<file path="src/bus_pkg.sv">
package bus_pkg;

    localparam int BUS_DATA_W = 32;
    localparam int BUS_ADDR_W = 32;
    localparam int BUS_SEL_W  = BUS_DATA_W / 8;

    // one data word on any bus path
    typedef logic [BUS_DATA_W-1:0] word_t;

    // byte address as seen by the masters
    typedef logic [BUS_ADDR_W-1:0] bus_addr_t;

    // wishbone byte selects, active high
    typedef logic [BUS_SEL_W-1:0] sel_t;

    // which master owns a request
    typedef logic port_idx_t;

    localparam port_idx_t PORT_INSTR = 1'b0;
    localparam port_idx_t PORT_DATA  = 1'b1;

endpackage

</file>
<file path="src/sram_pkg.sv">
package sram_pkg;

    // word address width of the external part
    localparam int SRAM_ADDR_W = 20;
    localparam int SRAM_BE_W   = 4;

    // strobe low time in clk cycles
    localparam int SRAM_ACCESS_CYCLES = 2;
    localparam int SRAM_CNT_W = $clog2(SRAM_ACCESS_CYCLES + 1);

    typedef logic [SRAM_ADDR_W-1:0] sram_addr_t;

    // byte enables, active low like the pins
    typedef logic [SRAM_BE_W-1:0] sram_be_t;

    typedef enum logic [1:0] {
        PHY_IDLE,
        PHY_ACCESS,
        PHY_RECOVER   // strobes high for one cycle between accesses
    } phy_state_t;

endpackage

</file>
<file path="src/wb_port.sv">
module wb_port
    import bus_pkg::*, sram_pkg::*;
(
    input  logic       clk,
    input  logic       rst,

    // wishbone classic slave
    input  logic       cyc,
    input  logic       stb,
    input  logic       we,
    input  bus_addr_t  adr,
    input  word_t      dat_w,
    input  sel_t       sel,
    output word_t      dat_r,
    output logic       ack,

    // towards the arbiter
    output logic       req,
    output logic       req_we,
    output sram_addr_t req_addr,
    output sram_be_t   req_sel,
    output word_t      req_wdata,
    input  logic       done,
    input  word_t      done_rdata
);

    logic take;

    // only accept while neither holding a request nor acking one
    assign take = cyc && stb && !req && !ack;

    always_ff @(posedge clk or posedge rst) begin
        if (rst) begin
            req <= 1'b0;
            ack <= 1'b0;
        end else begin
            ack <= 1'b0;
            if (take) begin
                req <= 1'b1;
            end else if (req && done) begin
                req <= 1'b0;
                ack <= 1'b1;
            end
        end
    end

    // request payload, held until done
    always_ff @(posedge clk) begin
        if (take) begin
            req_we    <= we;
            req_addr  <= adr[SRAM_ADDR_W+1:2]; // byte -> word address
            req_sel   <= ~sel;
            req_wdata <= dat_w;
        end
    end

    always_ff @(posedge clk) begin
        if (req && done) begin
            dat_r <= done_rdata;
        end
    end

    // master holds the cycle open until it sees ack
    a_ack_in_cycle: assert property (
        @(posedge clk) disable iff (rst) ack |-> (cyc && stb)
    );

endmodule
</file>
<file path="config.mk">
export PLATFORM = sky130hd
export DESIGN_NAME = wb_port
export DESIGN_NICKNAME = d
export VERILOG_FILES = /design/src/bus_pkg.sv /design/src/sram_pkg.sv /design/src/wb_port.sv
export SDC_FILE = /design/constraint.sdc
export NUM_CORES = 1
export LEC_CHECK = 0
export BUFFER_PORTS_ARGS = -buffer_cell sky130_fd_sc_hd__clkbuf_2
export CAP_MARGIN = 5
export CORE_MARGIN = 3
export CORE_UTILIZATION = 36
export DETAILED_ROUTE_END_ITERATION = 12
export PLACE_DENSITY = 0.84
export SETUP_SLACK_MARGIN = 0.5
export SLEW_MARGIN = 5
export SYNTH_ARGS = -nofsm -noshare
export SYNTH_HDL_FRONTEND = slang
export SYNTH_SLANG_ARGS = --single-unit
</file>
<file path="constraint.sdc">
create_clock -name clk -period 4.9 [get_ports clk]
set_input_delay 0.49 -clock clk [delete_from_list [all_inputs] [get_ports clk]]
set_output_delay 0.49 -clock clk [all_outputs]
set_load 0.1 [all_outputs]
</file>
## After elaboration in Yosys (flattened, before gate mapping)

Cells that the tools add are included.

| storage, ports and cells | value |
|---|---|
| register bits | 91 |
| bits of input ports | 106 |
| output and inout bits | 91 |
| logic and storage cells | 19 |

| cells by class | value |
|---|---|
| mux-type cells | 4 |
| bitwise gates (word level) | 1 |
| reduce and logical (&&, ||, !) cells | 7 |

Operators with widths:

| cell | count |
|---|---|
| $logic_and 1x1->1 | 4 |
| $mux 1 | 4 |
| $not 4->4 | 1 |
| $logic_not 1->1 | 2 |
| $reduce_bool 2->1 | 1 |

## Depth between registers and ports, before layout

| logic depth | value |
|---|---|
| word-level depth | 4 |
| depth in mapped cells | 2 |
| depth with buffers taken out | 2 |

## Worst setup path before layout

No wires, ideal clock.

| timing path | value |
|---|---|
| path kind | flip-flop to flip-flop |
| from | register req |
| to | register req_addr[0], enable pin |
| setup time | 0.542 ns |
| arrival | 4.835 ns |
| required time | 4.358 ns |
| path slack | -0.477 ns |
| cell stages (with the launch flop) | 2 |
| path buffers | 0 |
| clock period less this slack | 5.377 ns |
| path through | dfrtp_1 -> nor3_1 |

| on the way | value |
|---|---|
| word-level cells in the longest chain between the ends | 3 |

RTL lines:

| what | RTL line | RTL |
|---|---|---|
| start, declared | wb_port.sv:18 | `output logic req,` |
| start signal, assigned | wb_port.sv:34 | `req <= 1'b0;` |
| start signal, assigned | wb_port.sv:39 | `req <= 1'b1;` |
| start signal, assigned | wb_port.sv:41 | `req <= 1'b0;` |
| $logic_not 1->1 | wb_port.sv:30 | `assign take = cyc && stb && !req && !ack;` |
| $logic_and 1x1->1 (2 in series) | wb_port.sv:30 |  |
| named net take | wb_port.sv:27 | `logic take;` |
| end signal, assigned | wb_port.sv:51 | `req_addr <= adr[SRAM_ADDR_W+1:2];` |
| end, declared | wb_port.sv:20 | `output sram_addr_t req_addr,` |

The timed path passes the listed nets, and every way through them passes these cells.
A chain may end at the register's enable or synchronous reset.

## Worst setup path in the final report

| timing path | value |
|---|---|
| from | register req |
| to | output req |

No word-level cell between the ends.

==> key figures <==
Worst setup path
  – CP Launch Type: flip-flop
  – Buffers plus inverters on the worst setup path: 1
  – CP cell instances: clkbuf_2
  – Crit. path cell count: 1
  – Slowest stage delay, CP: 0.50 ns
  – Critical R2R Launch: req$_DFFE_PP0P_
  – R2R cell count: 2
  – Critical path origin: req$_DFFE_PP0P_
  – WS Path Type: flip-flop to output port
  – WP data required: 4.41 ns
  – Crit. End Element: output port
  – Crit path max fanout: 5
  – Slowest-stage cell, CP: clkbuf_2
  – Top delay family on crit path: buffers and inverters
  – Critical path arrival: 1.28 ns

Clock network
  – # clock sinks: 91
  – Worst skew pair latency: 0.35 ns
  – CTS root buf: clkbuf_8
  – Number of setup buffers added after CTS: 0
  – Post_cts resized: 0
  – Max Root-Sink Buffers: 2
  – Total CTS buffers: 9
  – Clk slew on worst S/H paths: 0.10 ns
  – CTS tree: built
  – Htree depth: 3

Routing
  – Routed wire length: 6420 um
  – WL met2: 3340 um
  – Residual DRC count: 0
  – Vias: 1718
  – Post-Route M1 WL: 2260 um
  – Wire per inst: 16.0 um
  – DR pass1 iterations: 6
  – Top Metal Used: met4
  – Met3 WL: 781 um
  – Routed vias/inst: 4.27
  – First DRT Iteration DRCs: 50
  – Remaining antenna violation count: 0

Worst hold path
  – Worst hold path startpoint: adr[16]
  – Worst Hold Depth: 1
  – Hold Path Class: input pin to flip-flop

Logic synthesis
  – Syn Nets: 207
  – YS warnings: 0
  – Post-synthesis sequential area ratio: 0.982
  – Synth Register Bits: 91
  – Post-Synthesis Cells: 101
  – Most common cell in the netlist: edfxtp_1
  – Post-Syn Area per Cell: 27.4 um2
  – Synth top area share: 0.964
  – Most common library cells after synthesis: edfxtp_1 (89), inv_1 (5), dfrtp_1 (2)
  – Top cells by area, synth: edfxtp_1 (96%), dfrtp_1 (1.8%), inv_1 (0.68%)
  – Netlist cell types: 8
  – Asr flop ratio synth: 0.0220
  – Dominant register cell in the synthesized netlist: edfxtp_1
  – Area leader, netlist: edfxtp_1
  – Mapped Area: 2770 um2
  – Post-synth EDFFs: 89

Place
  – Post-DP HPWL: 5090 um
  – Placed cells: 385
  – I/O Buffers: 184
  – Final Wtd Congestion: 0.743

Layout
  – Area grow syn2layout: 46.7%
  – Layout Nets: 404
  – Share of post-route cells with drive strength above 1: 0.667
  – # diodes: 0
  – Post-route insts no fill: 402

Power and ir drop
  – Pwr/cell area: 448 nW/um2
  – Pleak: 1.77 nW
  – Total power: 1.82 mW
  – Worst vdd ir: 0.000183 V

Floorplanning
  – Die height: 93.7 um
  – Num rows: 31
  – Initial Utilization: 0.376
  – Total die area: 8790 um2
  – IO Pins: 197
  – Die width: 93.7 um
  – CORE AREA: 7370 um2

STA
  – RSZ-0062 raised after global routing: false
  – Max_slew headroom: 0.513
  – Max frequency: 0.564 GHz
  – Tightest Pin Transition: 0.730 ns
  – Total negative slack: 0 ns
  – Period utilization: 0.362
  – Final Max Tran Viols: 0
  – Tmin final: 1.77 ns
  – Clock skew: 0.0114 ns
  – Final Hold Viols: 0
  – Setup Viol. Count Final: 0
  – Worst hold slack: 0.312 ns

Job
  – Max Cap Violations: 0

GRT
  – Initial antenna violation count: 0
  – Largest net degree at the start of global routing: 58
  – Total grt overflow: 0
  – First-pass GRT wire length: 9210 um
  – Vias in the first global route: 1722
  – Tot GR Track Use: 0.145

Outcome
  – Outcome: complete, no violations
==> through the flow <==
| stage | util | instance area (um2) | setup WS (ns) |
|---|---|---|---|
| 6_report | 0.552 | 4070 | 3.13 |
| 5_1_grt | 0.552 | 4070 | 3.08 |
| 4_1_cts | 0.552 | 4070 | 3.09 |
| 3_5_place_dp | 0.520 | 3830 | 3.14 |
| 3_3_place_gp | 0.520 | 3830 | 3.18 |
| 2_1_floorplan | - | 2780 | 1.28 |
==> power by group <==
part           leakage (nW)  switching [mW]  internal, mW
clock network         0.108           0.256         0.290
registers             0.847          0.0125         0.903
logic                 0.813           0.309        0.0508
==> per-layer routing <==
| layer | global-route usage | vias up |
|---|---|---|
| met3 | 0.0713 | 2 |
| met4 | 0.0542 | 0 |
| met2 | 0.247 | 110 |
| li1 | - | 790 |
| met5 | 0 | - |
| met1 | 0.155 | 816 |
==> final timing paths <==
kind | end | slack, ns
worst min register to register | req$_DFFE_PP0P_ | 0.56
worst max-delay path | req | 3.13
worst min-delay path | req_addr[14]$_DFFE_PP_ | 0.31
min in group asynchronous | ack$_DFF_PP0_ | 0.53
worst max register to register | req_addr[12]$_DFFE_PP_ | 3.31
max in group asynchronous | req$_DFFE_PP0P_ | 4.27
==> what timing repair did <==
action / in CTS / in global routing
hold endpoints to repair: 2 / 0
setup endpoints to repair: 0 / 0
hold buffers: 1 / 0
==> cell usage in the layout, fill, tap and decap left out, types with 2 or more instances in the layout <==
cell type,instances
bufinv_16,2
clkbuf_2,184
clkbuf_8,9
dfrtp_1,2
edfxtp_1,89
inv_1,5
inv_6,2
==> registers in the layout, summed over array words and instances (netlist names) <==
signal and flops:
req_sel 4, ack 1, dat_r 32, req_addr 20
req 1, req_wdata 32, req_we 1
==> cells by family (layout without fill, tap and decap cells) <==
kind of cell,after synthesis,count (layout),synth area share
buffers and inverters,5,207,0.00677
flip-flops,91,91,0.982
AO/OA/AOI/OAI,1,1,0.00271
AND/OR/NAND/NOR,4,4,0.00813
==> layout make-up <==
| cell class | count | area (um2) |
|---|---|---|
| clock buffers | 9 | 124 |
| clock inverters | 7 | 97.6 |
| fillers | 598 | 3300 |
| inverters | 5 | 18.8 |
| multi-input cells | 5 | 41.3 |
| flip-flops and latches | 91 | 2720 |
| well taps | 99 | 124 |
| repair buffers | 186 | 938 |
Power figures use the tool's default switching activity.
