===== config.mk =====
export PLATFORM = sky130hd
export DESIGN_NAME = sram_arbiter
export DESIGN_NICKNAME = d
export VERILOG_FILES = /design/src/bus_pkg.sv /design/src/sram_pkg.sv /design/src/sram_arbiter.sv
export SDC_FILE = /design/constraint.sdc
export NUM_CORES = 1
export LEC_CHECK = 0
export BUFFER_PORTS_ARGS = -buffer_cell sky130_fd_sc_hd__buf_2
export CORE_AREA = 2 2 108 110
export DETAILED_ROUTE_END_ITERATION = 7
export DIE_AREA = 0 0 110 112
export GPL_ROUTABILITY_DRIVEN = 0
export PLACE_DENSITY = 0.69
export SLEW_MARGIN = 10
export SYNTH_ARGS = -nofsm -noshare
export SYNTH_HDL_FRONTEND = slang
export SYNTH_SLANG_ARGS = --single-unit

===== constraint.sdc =====
create_clock -name clk -period 3.3 [get_ports clk]
set_clock_uncertainty 0.15 [all_clocks]
set_input_delay 0.66 -clock clk [delete_from_list [all_inputs] [get_ports clk]]
set_output_delay 0.66 -clock clk [all_outputs]
set_load 0.005 [all_outputs]

===== src/bus_pkg.sv =====
package bus_pkg;

    localparam int BUS_DATA_W = 32;
    localparam int BUS_ADDR_W = 32;
    localparam int BUS_SEL_W  = BUS_DATA_W / 8;

    // one data word on any bus path
    typedef logic [BUS_DATA_W-1:0] word_t;

    // byte address as seen by the masters
    typedef logic [BUS_ADDR_W-1:0] bus_addr_t;

    // wishbone byte selects, active high
    typedef logic [BUS_SEL_W-1:0] sel_t;

    // which master owns a request
    typedef logic port_idx_t;

    localparam port_idx_t PORT_INSTR = 1'b0;
    localparam port_idx_t PORT_DATA  = 1'b1;

endpackage


===== src/sram_pkg.sv =====
package sram_pkg;

    // word address width of the external part
    localparam int SRAM_ADDR_W = 20;
    localparam int SRAM_BE_W   = 4;

    // strobe low time in clk cycles
    localparam int SRAM_ACCESS_CYCLES = 2;
    localparam int SRAM_CNT_W = $clog2(SRAM_ACCESS_CYCLES + 1);

    typedef logic [SRAM_ADDR_W-1:0] sram_addr_t;

    // byte enables, active low like the pins
    typedef logic [SRAM_BE_W-1:0] sram_be_t;

    typedef enum logic [1:0] {
        PHY_IDLE,
        PHY_ACCESS,
        PHY_RECOVER   // strobes high for one cycle between accesses
    } phy_state_t;

endpackage


===== src/sram_arbiter.sv =====
module sram_arbiter
    import bus_pkg::*, sram_pkg::*;
(
    input  logic       clk,
    input  logic       rst,

    // instruction side
    input  logic       i_req,
    input  logic       i_we,
    input  sram_addr_t i_addr,
    input  sram_be_t   i_be_n,
    input  word_t      i_wdata,
    output logic       i_done,
    output word_t      i_rdata,

    // data side
    input  logic       d_req,
    input  logic       d_we,
    input  sram_addr_t d_addr,
    input  sram_be_t   d_be_n,
    input  word_t      d_wdata,
    output logic       d_done,
    output word_t      d_rdata,

    // command to the sequencer
    output logic       start,
    output logic       cmd_we,
    output sram_addr_t cmd_addr,
    output sram_be_t   cmd_be_n,
    output word_t      cmd_wdata,
    input  logic       busy,
    input  logic       finish,
    input  word_t      rd_data
);

    port_idx_t grant;
    logic      pending;    // command issued and finish not yet back
    logic      i_skipped;  // instr lost a tie and owns the next slot
    logic      i_want;
    logic      d_want;
    logic      issue;
    port_idx_t pick;

    // req of the port being finished stays high one more cycle
    assign i_want = i_req && !(finish && grant == PORT_INSTR);
    assign d_want = d_req && !(finish && grant == PORT_DATA);

    assign pick  = (i_want && (!d_want || i_skipped)) ? PORT_INSTR : PORT_DATA;
    assign issue = (i_want || d_want) && !busy && (!pending || finish);

    always_ff @(posedge clk or posedge rst) begin
        if (rst) begin
            grant     <= PORT_INSTR;
            pending   <= 1'b0;
            i_skipped <= 1'b0;
            start     <= 1'b0;
        end else begin
            start <= 1'b0;
            if (issue) begin
                grant     <= pick;
                pending   <= 1'b1;
                start     <= 1'b1;
                i_skipped <= (pick == PORT_DATA) && i_want;
            end else if (finish) begin
                pending <= 1'b0;
            end
        end
    end

    always_ff @(posedge clk) begin
        if (issue) begin
            cmd_we    <= (pick == PORT_INSTR) ? i_we    : d_we;
            cmd_addr  <= (pick == PORT_INSTR) ? i_addr  : d_addr;
            cmd_be_n  <= (pick == PORT_INSTR) ? i_be_n  : d_be_n;
            cmd_wdata <= (pick == PORT_INSTR) ? i_wdata : d_wdata;
        end
    end

    assign i_done  = finish && (grant == PORT_INSTR);
    assign d_done  = finish && (grant == PORT_DATA);
    assign i_rdata = rd_data;
    assign d_rdata = rd_data;

    a_start_not_busy: assert property (
        @(posedge clk) disable iff (rst) $rose(start) |-> !busy
    );

    // a finish only completes an issued command of a port still requesting
    a_done_to_req: assert property (
        @(posedge clk) disable iff (rst)
            finish |-> pending && ((grant == PORT_INSTR) ? i_req : d_req)
    );

endmodule


## Word level (Yosys, flattened, before mapping)

Cells that the tools add are included.

| storage, ports and cells | value |
|---|---|
| input port bits | 152 |
| word-level logic and storage cells | 34 |
| bits in registers | 61 |

| cells by class | value |
|---|---|
| reductions and logical operators | 17 |
| mux-type cells | 8 |
| bitwise logic cells | 1 |

Operators by type and width:

| operator | number |
|---|---|
| 32-bit 2-to-1 mux | 1 |
| 20-bit 2-to-1 mux | 1 |
| 1-bit logical AND | 8 |
| 1-bit zero test | 5 |
| 1-bit 2-to-1 mux | 5 |
| 4-bit 2-to-1 mux | 1 |
| 1-bit logical OR | 3 |
| 2-bit nonzero test | 1 |
| 1-bit NOT | 1 |

## Depth between registers and ports, before layout

Gate-level depths: netlist of the first run.

| logic depth | value |
|---|---|
| depth in word-level cells | 8 |
| depth in mapped cells | 5 |

## Least setup slack after synthesis of the first run

OpenSTA, ideal clock, no wires.

| timing | value |
|---|---|
| path type | input port to flip-flop |
| start point | input port i_req |
| end point | register grant |
| stages on the path | 3 |
| library setup time | 125 ps |
| arrival time | 3390 ps |
| slack | -366 ps |
| required time | 3025 ps |
| path through | mux2i_1 > a2111oi_4 > mux2_2 |

| on the way | value |
|---|---|
| longest elaborated chain between the ends | 4 |
| elaborated cells on any way between the ends | 6 |
| those cells by class | mux (1); reduce/logical (5) |

Ends and longest elaborated chain:

| item | line | RTL |
|---|---|---|
| from (decl) | sram_arbiter.sv:8 | `input logic i_req,` |
| 1-bit logical AND | sram_arbiter.sv:45 | `assign i_want = i_req && !(finish && grant == PORT_INSTR);` |
| 1-bit logical OR | sram_arbiter.sv:49 | `assign issue = (i_want \|\| d_want) && !busy && (!pending \|\| finish);` |
| 1-bit logical AND (2 in a row) | sram_arbiter.sv:49 |  |
| via issue | sram_arbiter.sv:41 | `logic issue;` |
| to (signal assigned) | sram_arbiter.sv:60 | `grant <= pick;` |
| to (decl) | sram_arbiter.sv:36 | `port_idx_t grant;` |

The timed path passes the listed nets, and every way through them passes these cells.
A chain may end at the register's enable or synchronous reset.

## Worst setup path after layout of the first run

| timing | value |
|---|---|
| start point | input port d_req |
| end point | register cmd_wdata[11], data pin |

| on the way | value |
|---|---|
| longest elaborated chain between the ends | 5 |

Ends and longest elaborated chain:

| item | line | RTL |
|---|---|---|
| from (decl) | sram_arbiter.sv:17 | `input logic d_req,` |
| 1-bit logical AND | sram_arbiter.sv:46 | `assign d_want = d_req && !(finish && grant == PORT_DATA);` |
| 1-bit zero test | sram_arbiter.sv:48 | `assign pick = (i_want && (!d_want \|\| i_skipped)) ? PORT_INSTR : PORT_DATA;` |
| 1-bit logical OR | sram_arbiter.sv:48 |  |
| 1-bit logical AND | sram_arbiter.sv:48 |  |
| 32-bit 2-to-1 mux | sram_arbiter.sv:75 | `cmd_wdata <= (pick == PORT_INSTR) ? i_wdata : d_wdata;` |
| to (signal assigned) | sram_arbiter.sv:75 |  |
| to (decl) | sram_arbiter.sv:30 | `output word_t cmd_wdata,` |

No other way between the ends.

==> results of run 1 <==
per-layer routing:
| metal | global-route usage, % | part of all wire [%] | vias to the layer above |
|---|---|---|---|
| li1 | - | - | 919 |
| met1 | 10.5 | 33 | 902 |
| met2 | 21.0 | 51 | 130 |
| met3 | 4.16 | 12 | 39 |
| met4 | 6.92 | 3.8 | 0 |
| met5 | 0 | 0 | - |
Yosys cell counts:
| cell type | count | area (µm²) |
|---|---|---|
| mux2i_1 | 1 | 10.0 |
| buf_4 | 67 | 503 |
| o311ai_4 | 1 | 26.3 |
| nor2b_2 | 1 | 8.76 |
| nor2_1 | 2 | 7.51 |
| mux2_2 | 40 | 450 |
| inv_1 | 3 | 11.3 |
| buf_12 | 2 | 40.0 |
| dfrtp_1 | 4 | 100 |
| o21a_1 | 1 | 7.51 |
| and2_1 | 1 | 6.26 |
| edfxtp_1 | 57 | 1710 |
| buf_8 | 1 | 15.0 |
| o21ai_0 | 1 | 5.00 |
| a2111oi_4 | 1 | 27.5 |
| mux2_4 | 19 | 285 |
| nand2b_1 | 1 | 6.26 |
| nor4b_1 | 1 | 8.76 |
worst max-delay path, stage by stage:
cell      delay [ns]
buf_2           0.12
inv_1           0.08
o311ai_4        0.30
buf_12          0.36
mux2_2          0.39
cells by family (layout without fill, tap and decap cells):
group	after synthesis	in the layout	synth area share, %
AO/OA/AOI/OAI	4	4	2.05
multiplexers	60	60	23.1
AND/OR/NAND/NOR	6	6	1.16
flip-flops	61	61	56.1
buffers and inverters	73	200	17.6
power groups by stage:
stage	clock network (µW)	registers (µW)	logic, µW
final	832	965	378
after global routing	901	972	415
after CTS	865	967	387
after detailed placement	0	982	386
after global placement	0	979	375
after floorplan	0	991	287
cell type report:
type,count,area (µm²)
Fill cell,1085,7100
Inverter,3,11.3
Clock inverter,7,42.5
Clock buffer,9,225
Timing Repair Buffer,181,936
Sequential cell,61,1810
Multi-Input combinational cell,70,867
Tap cell,143,179
registers in the layout, indices dropped and copies added, names as in the netlist:
name       cells
cmd_addr      20
cmd_wdata     32
cmd_be_n       4
grant          1
start          1
i_skipped      1
pending        1
cmd_we         1
worst paths after layout:
path                                      endpoint  slack, ns  depth (start not counted)
setup / recovery           cmd_wdata[11]$_DFFE_PP_       1.27                          5
hold / removal                     start$_DFF_PP0_       0.07                          2
setup reg to reg             i_skipped$_DFFE_PP0P_       1.32                          4
hold reg to reg                pending$_DFFE_PP0P_       0.36                          1
max in group asynchronous    i_skipped$_DFFE_PP0P_       2.76                          2
min in group clk               pending$_DFFE_PP0P_       0.36                          1
through the flow:
stage / setup slack (ns) / setup TNS [ns]
2_1_floorplan: -0.254 / -7.23
3_3_place_gp: 0.989 / 0
3_5_place_dp: 0.930 / 0
4_1_cts: 1.26 / 0
5_1_grt: 1.17 / 0
6_report: 1.27 / 0
==> results_dict.tcl, run 1 <==
set metrics [dict create \
    ios 276 \
    cts_resized 0 \
    fin_util_pct 36.4 \
    arrival_ns 1.94 \
    drtPass1Iterations 4 \
    rows 39 \
    p_int_uw 1670 \
    ys_warn_count 0 \
    clk_pin_slew_ns 0.05 \
    syn-cell-area_um2 3230 \
    drtAntennaViolNets 0 \
    ctsHtreeMaxLevel 3 \
    peakVddDrop_mv 0.223 \
    area_growth_pct 26.1 \
    final_cell_mix "179 x buf_2, 57 x edfxtp_1, 40 x mux2_2" \
    core_area_um2 11200 \
    leakagePower_uw 0.00182 \
    portBuffers 179 \
    grt_antenna_before_repair 0 \
    max_freq_mhz 493 \
    reg2reg_from "grant$_DFFE_PP0P_" \
    finalNetCount 478 \
    postCtsSetupRepairBufs 0 \
    drc 0 \
    synth_nets 356 \
    dp_cells 458 \
    dieArea_um2 12300 \
    dp_hpwl_mm 5.57 \
    pwr-share-clk_pct 38.2 \
    hold_slack_ns 0.0725 \
    clock_latency_ns 0.32 \
    endpoint_kind "flip-flop" \
    switchingPower_uw 508 \
    comb_power_share_pct 17.4 \
    avgRoutedWirePerCell_um 15.3 \
    outcome "complete, no violations" \
    fin_cells 474 \
    seq_power_share_pct 44.4 \
    slew_headroom_pct 76.4 \
    critical_path_class "in -> reg" \
    grt_pass1_wl_mm 10.5 \
    fin_crit_sh_pct 61.5 \
    syn-instance-count 204 \
    via_per_inst 4.20 \
    drive_above_1_share_pct 78.2 \
    cts.hold.buffers_added 0 \
    clockBufferDepth 2 \
    slew_violations 0 \
    power_density_nw_per_um2 534 \
    yosysSeqAreaShare_pct 56.1 \
    gr-usage-all-layers_pct 11.5 \
    max_cap_violations 0 \
    diodes 0 \
    drt-total-wl_mm 7.25 \
    required_ns 3.21 \
    routed-via-count 1990 \
    worst_pin_slew_ns 0.354 \
    hold_class "in -> async" \
    worstPathMaxFanout 58 \
    place_area_um2 3800 \
    cp-start-kind "input port" \
    initial_core_util_pct 28.9 \
    die_width_um 110 \
    setup_violations 0 \
    cts_buffers 9 \
    clock-root-buffer "clkbuf_16" \
    ys_seq_elements 61 \
    grt_max_degree 61 \
    hold_viol_final 0 \
    fin_area_um2 4070 \
    layout_commonest_cell "buf_2" \
    layout_min_cycle_time_ns 2.03 \
    cts.sinks 61 \
    total_power_uw 2170 \
    drtIter0Drc 55 \
    avgSynthCellArea_um2 15.8 \
    rsz0062_at_grt "false" \
    swShare_pct 23.4 \
    cts_tree "built" \
    crit_start "d_req" \
    overflow 0 \
    die_h_um 112 \
    first_global_vias 2128 \
    ys_types 18 \
]
Note: power is estimated with default switching activity, not from simulation.
==> run 2: changes to the inputs <==
clock period = 1.8 ns   (was 3.3 ns; I/O delays follow)
==> run 2 against run 1 <==
  * The flow now finishes with violations (negative setup slack)
  * Final cell count grew 2.5%
  * Sequential power up 83%
  * First-iteration DRC count grew 20%
  * Highest routed layer unchanged
  * Flip-flop and latch count unchanged
  * Largest cell class unchanged
  * Sequential share of layout area decreased by 2.2 points
  * Worst hold slack gained 0.11 ns
  * Largest power group is now the clock network
  * Routed wire length increased by 5.2%
  * Non-clock buffer count up 12
  * Combinational power increased by 100%
==> results_dict.tcl, run 2 (synthesis gave the netlist of run 1 again) <==
set metrics [dict create \
    via_per_inst 4.17 \
    ctsHtreeMaxLevel 3 \
    largest_reg_flops 32 \
    fin_cells 486 \
    worst_pin_slew_ns 0.342 \
    worst_slack_ns -0.00426 \
    routed-via-count 2027 \
    drtAntennaViolNets 0 \
    max_cap_violations 0 \
    dieArea_um2 12300 \
    peakVddDrop_mv 0.410 \
    r2r_cells 4 \
    fillers 1058 \
    portBuffers 179 \
    drc 0 \
    clock_latency_ns 0.32 \
    hold_viol_final 0 \
    grt_pass1_wl_mm 10.4 \
    layout_commonest_cell "buf_2" \
    cts_tree "built" \
    cts_buffers 9 \
    top_register "cmd_wdata" \
    cp-start-kind "flip-flop" \
    endpoint_kind "flip-flop" \
    cpMaxStageDelayCell "dfrtp_2" \
    drt-total-wl_mm 7.63 \
    clock-root-buffer "clkbuf_16" \
    dp_hpwl_mm 5.78 \
    clk_pin_slew_ns 0.05 \
    fin_area_um2 4290 \
    power_density_nw_per_um2 1040 \
    grt_max_degree 32 \
    finalNetCount 490 \
    worstPathCellList "nand2b_1 > o311ai_4 > buf_12 > mux2_2" \
    worstHoldPathCells 2 \
    largest_registers "cmd_wdata x32, cmd_addr x20, cmd_be_n x4" \
    rows 39 \
    clockBufferDepth 2 \
    drtIter0Drc 66 \
    critical_path_class "reg -> reg" \
    outcome "complete, but fails checks" \
    area_growth_pct 32.7 \
    drtPass1Iterations 4 \
    drive_above_1_share_pct 78.1 \
    final_cell_mix "179 x buf_2, 57 x edfxtp_1, 40 x mux2_2" \
    overflow 0 \
    leakagePower_uw 0.00192 \
    worstPathMaxFanout 31 \
    hold_class "in -> reg" \
    fin_crit_sh_pct 100 \
    arrival_ns 1.73 \
    hold_slack_ns 0.186 \
    layout_min_cycle_time_ns 1.80 \
    slew_headroom_pct 77.1 \
    ios 276 \
    die_width_um 110 \
    place_area_um2 3860 \
    final.setup.tns_ns -0.0139 \
    initial_core_util_pct 28.9 \
    gr-usage-all-layers_pct 11.6 \
    rsz0062_at_grt "true" \
    cp_slowest_stage_delay_ns 0.43 \
    avgRoutedWirePerCell_um 15.7 \
    diodes 0 \
    setup_violations 6 \
    dp_cells 465 \
    slew_violations 0 \
    required_ns 1.72 \
    cts.sinks 61 \
    first_global_vias 2079 \
    max_freq_mhz 554 \
    die_h_um 112 \
    core_area_um2 11200 \
    grt_antenna_before_repair 0 \
    fin_util_pct 38.4 \
    failed_checks "negative setup slack" \
]
## run 2: final timing paths
kind,start,end,slack (ns)
worst max-delay path,grant$_DFFE_PP0P_,cmd_we$_DFFE_PP_,-0.004
worst max register to register,grant$_DFFE_PP0P_,cmd_we$_DFFE_PP_,-0.004
worst min register to register,pending$_DFFE_PP0P_,pending$_DFFE_PP0P_,0.33
worst min-delay path,i_wdata[4],cmd_wdata[4]$_DFFE_PP_,0.19
min in group asynchronous,rst,start$_DFF_PP0_,0.33
max in group asynchronous,rst,grant$_DFFE_PP0P_,1.00
## run 2: what timing repair did
action	CTS	global route
buffers inserted	0	1
endpoints found under the hold margin	4	0
setup endpoints to repair	27	117
cloned	0	3
hold buffers	1	0
gates resized for setup	0	4
## run 2: area by class of cell
cell class                      count  area (µm²)  area share [%]
Clock buffer                       10         229            5.34
Tap cell                          143         179            4.17
Sequential cell                    61        1810            42.3
Clock inverter                      6         101            2.36
Multi-Input combinational cell     70         853            19.9
Inverter                            3        11.3           0.263
Timing Repair Buffer              193        1100            25.7
## run 2: power breakdown
| group | internal, µW | leakage [µW] | total [µW] | switching, µW |
|---|---|---|---|---|
| sequential | 1730 | 0.000582 | 1770 | 41.7 |
| combinational | 466 | 0.00118 | 770 | 304 |
| clock | 1340 | 0.000159 | 1910 | 571 |
| total | 3530 | 0.00192 | 4450 | 917 |
## run 2: critical path: cells and delay by family (launching register included)
family          cells  cell delay (ns)
flops               1             0.43
mux                 1             0.37
buf+inv             1             0.26
simple gates        1             0.20
compound gates      1             0.11
## run 2: layer usage
metal	up-vias	global-route usage (%)	part of all wire, %
li1	943	-	-
met1	914	9.86	33
met2	135	20.4	50
met3	35	5.68	12
met4	0	8.10	4.5
met5	-	0	0
## run 2: per-stage QoR
stage	total power, µW	setup slack (ns)
finish	4450	-0.00426
floorplan	2330	-1.59
global route	4650	-0.0773
CTS	4470	-0.0132
detailed placement	2540	-0.164
global placement	2510	-0.124
==> run 3: changes to the inputs <==
==> constraint.sdc (replaced) <==
create_clock -name clk -period 1.8 [get_ports clk]
set_clock_uncertainty 0.15 [all_clocks]
set_input_delay 0.18 -clock clk [delete_from_list [all_inputs] [get_ports clk]]
set_output_delay 0.18 -clock clk [all_outputs]
set_load 0.005 [all_outputs]
==> run 3 against run 2 <==
  * The run still ends with negative setup slack left
  * Global-route usage is 0.98 points higher
  * Worst hold slack worse by 0.17 ns
  * Worst setup slack better by 0.0027 ns
  * First-iteration DRC count is 27% higher
  * Critical path type unchanged
  * Highest routed layer unchanged
==> results_dict.tcl, run 3 (synthesis gave the netlist of run 1 again) <==
set metrics [dict create \
    outcome "complete, but fails checks" \
    failed_checks "negative setup slack" \
    leakagePower_uw 0.00224 \
    required_ns 1.71 \
    fin_crit_sh_pct 100 \
    drtPass1Iterations 5 \
    cts_tree "built" \
    final_cell_mix "179 x buf_2, 57 x edfxtp_1, 52 x mux2_4" \
    fin_util_pct 42.6 \
    hold_slack_ns 0.0138 \
    max_freq_mhz 555 \
    setup_violations 1 \
    rows 39 \
    largest_registers "cmd_wdata x32, cmd_addr x20, cmd_be_n x4" \
    cp-start-kind "flip-flop" \
    drive_above_1_share_pct 72.5 \
    via_per_inst 4.19 \
    hold_class "in -> reg" \
    worstPathCellList "o311ai_4 > buf_8 > clkbuf_16 > mux2_4" \
    max_cap_violations 0 \
    drtIter0Drc 84 \
    regArea_um2 1810 \
    portBuffers 179 \
    core_area_um2 11200 \
    cts_buffers 9 \
    die_h_um 112 \
    path_buf_inv 2 \
    first_global_vias 2203 \
    arrival_ns 1.71 \
    grt_max_degree 23 \
    largest_reg_flops 32 \
    final.setup.tns_ns -0.00156 \
    multi_input_area_um2 981 \
    cts.sinks 61 \
    pre_cts_slack_ns -0.0228 \
    layout_min_cycle_time_ns 1.80 \
    cpMaxStageDelayCell "dfrtp_1" \
    ctsHtreeMaxLevel 3 \
    initial_core_util_pct 28.9 \
    worst_pin_slew_ns 0.352 \
    wl_met1_mm 3.19 \
    clockBufferDepth 2 \
    ios 276 \
    avgRoutedWirePerCell_um 17.0 \
    total_power_uw 4370 \
    gr-usage-all-layers_pct 12.5 \
    cp_slowest_stage_delay_ns 0.41 \
    finalNetCount 522 \
    dieArea_um2 12300 \
    grt_antenna_before_repair 0 \
    top_register "cmd_wdata" \
    top_layer "met4" \
    routed-via-count 2168 \
    drc 0 \
    worst_slack_ns -0.00156 \
    die_width_um 110 \
    endpoint_kind "flip-flop" \
    clk_pin_slew_ns 0.05 \
    clock-root-buffer "clkbuf_16" \
    overflow 0 \
    power_density_nw_per_um2 918 \
    area_growth_pct 47.5 \
    route.met3.wl_um 861 \
    fillers 1010 \
    grt_pass1_wl_mm 11.3 \
    peakVddDrop_mv 0.397 \
    diodes 0 \
    drtAntennaViolNets 0 \
    rsz0062_at_grt "true" \
    dp_hpwl_mm 5.91 \
    critPathTopFamily "flip-flops" \
    dr_wl_met2_mm 4.45 \
    clock_latency_ns 0.32 \
    worstPathMaxFanout 7 \
    layout_commonest_cell "buf_2" \
    critical_path_class "reg -> reg" \
    drt-total-wl_mm 8.78 \
    hold_viol_final 0 \
    slew_headroom_pct 76.6 \
    slew_violations 0 \
]
-- run 3: area by class of cell --
class,instances,share of cell area [%]
Multi-Input combinational cell,70,20.6
Clock inverter,7,1.18
Timing Repair Buffer,225,31.5
Clock buffer,9,4.73
Tap cell,143,3.76
Sequential cell,61,38.0
Inverter,3,0.236
-- run 3: worst reg2reg max path, delay by kind of cell (launching register included) --
family | cells | cell delay, ns
buffers and inverters | 2 | 0.41
DFF | 1 | 0.41
muxes | 1 | 0.31
AOI/OAI and AO/OA | 1 | 0.28
-- run 3: power breakdown --
group          switching [µW]  internal [µW]
sequential               42.0           1730
combinational             370            636
clock                     554           1040
-- run 3: worst paths after layout --
check / start / to / slack [ns] / cells after the start
worst max register to register: i_skipped$_DFFE_PP0P_ / cmd_addr[16]$_DFFE_PP_ / -0.002 / 4
worst min-delay path: i_wdata[22] / cmd_wdata[22]$_DFFE_PP_ / 0.01 / 2
worst min register to register: pending$_DFFE_PP0P_ / pending$_DFFE_PP0P_ / 0.38 / 1
max in group asynchronous: rst / i_skipped$_DFFE_PP0P_ / 1.15 / 3
worst max-delay path: i_skipped$_DFFE_PP0P_ / cmd_addr[16]$_DFFE_PP_ / -0.002 / 4
min in group asynchronous: rst / start$_DFF_PP0_ / 0.18 / 3
-- run 3: metrics by stage --
stage	cell area [µm²]	std cells
final	4760	518
after CTS	4450	505
after global placement	3880	465
after global routing	4760	518
after floorplan	3230	204
after detailed placement	3880	465
-- run 3: layer usage --
layer / up-vias / GRT usage [%]
li1: 1012 / -
met3: 28 / 4.63
met2: 133 / 22.4
met5: - / 0
met4: 0 / 8.19
met1: 995 / 11.6
-- run 3: repair_timing --
action                                  4_1_cts  5_1_grt
hold buffers                                 19        8
gates resized for setup                       7       34
cloned                                        2        4
endpoints found under the setup margin       69      115
pin swaps                                     1        1
hold endpoints to repair                     16        6
buffers inserted                              3        1
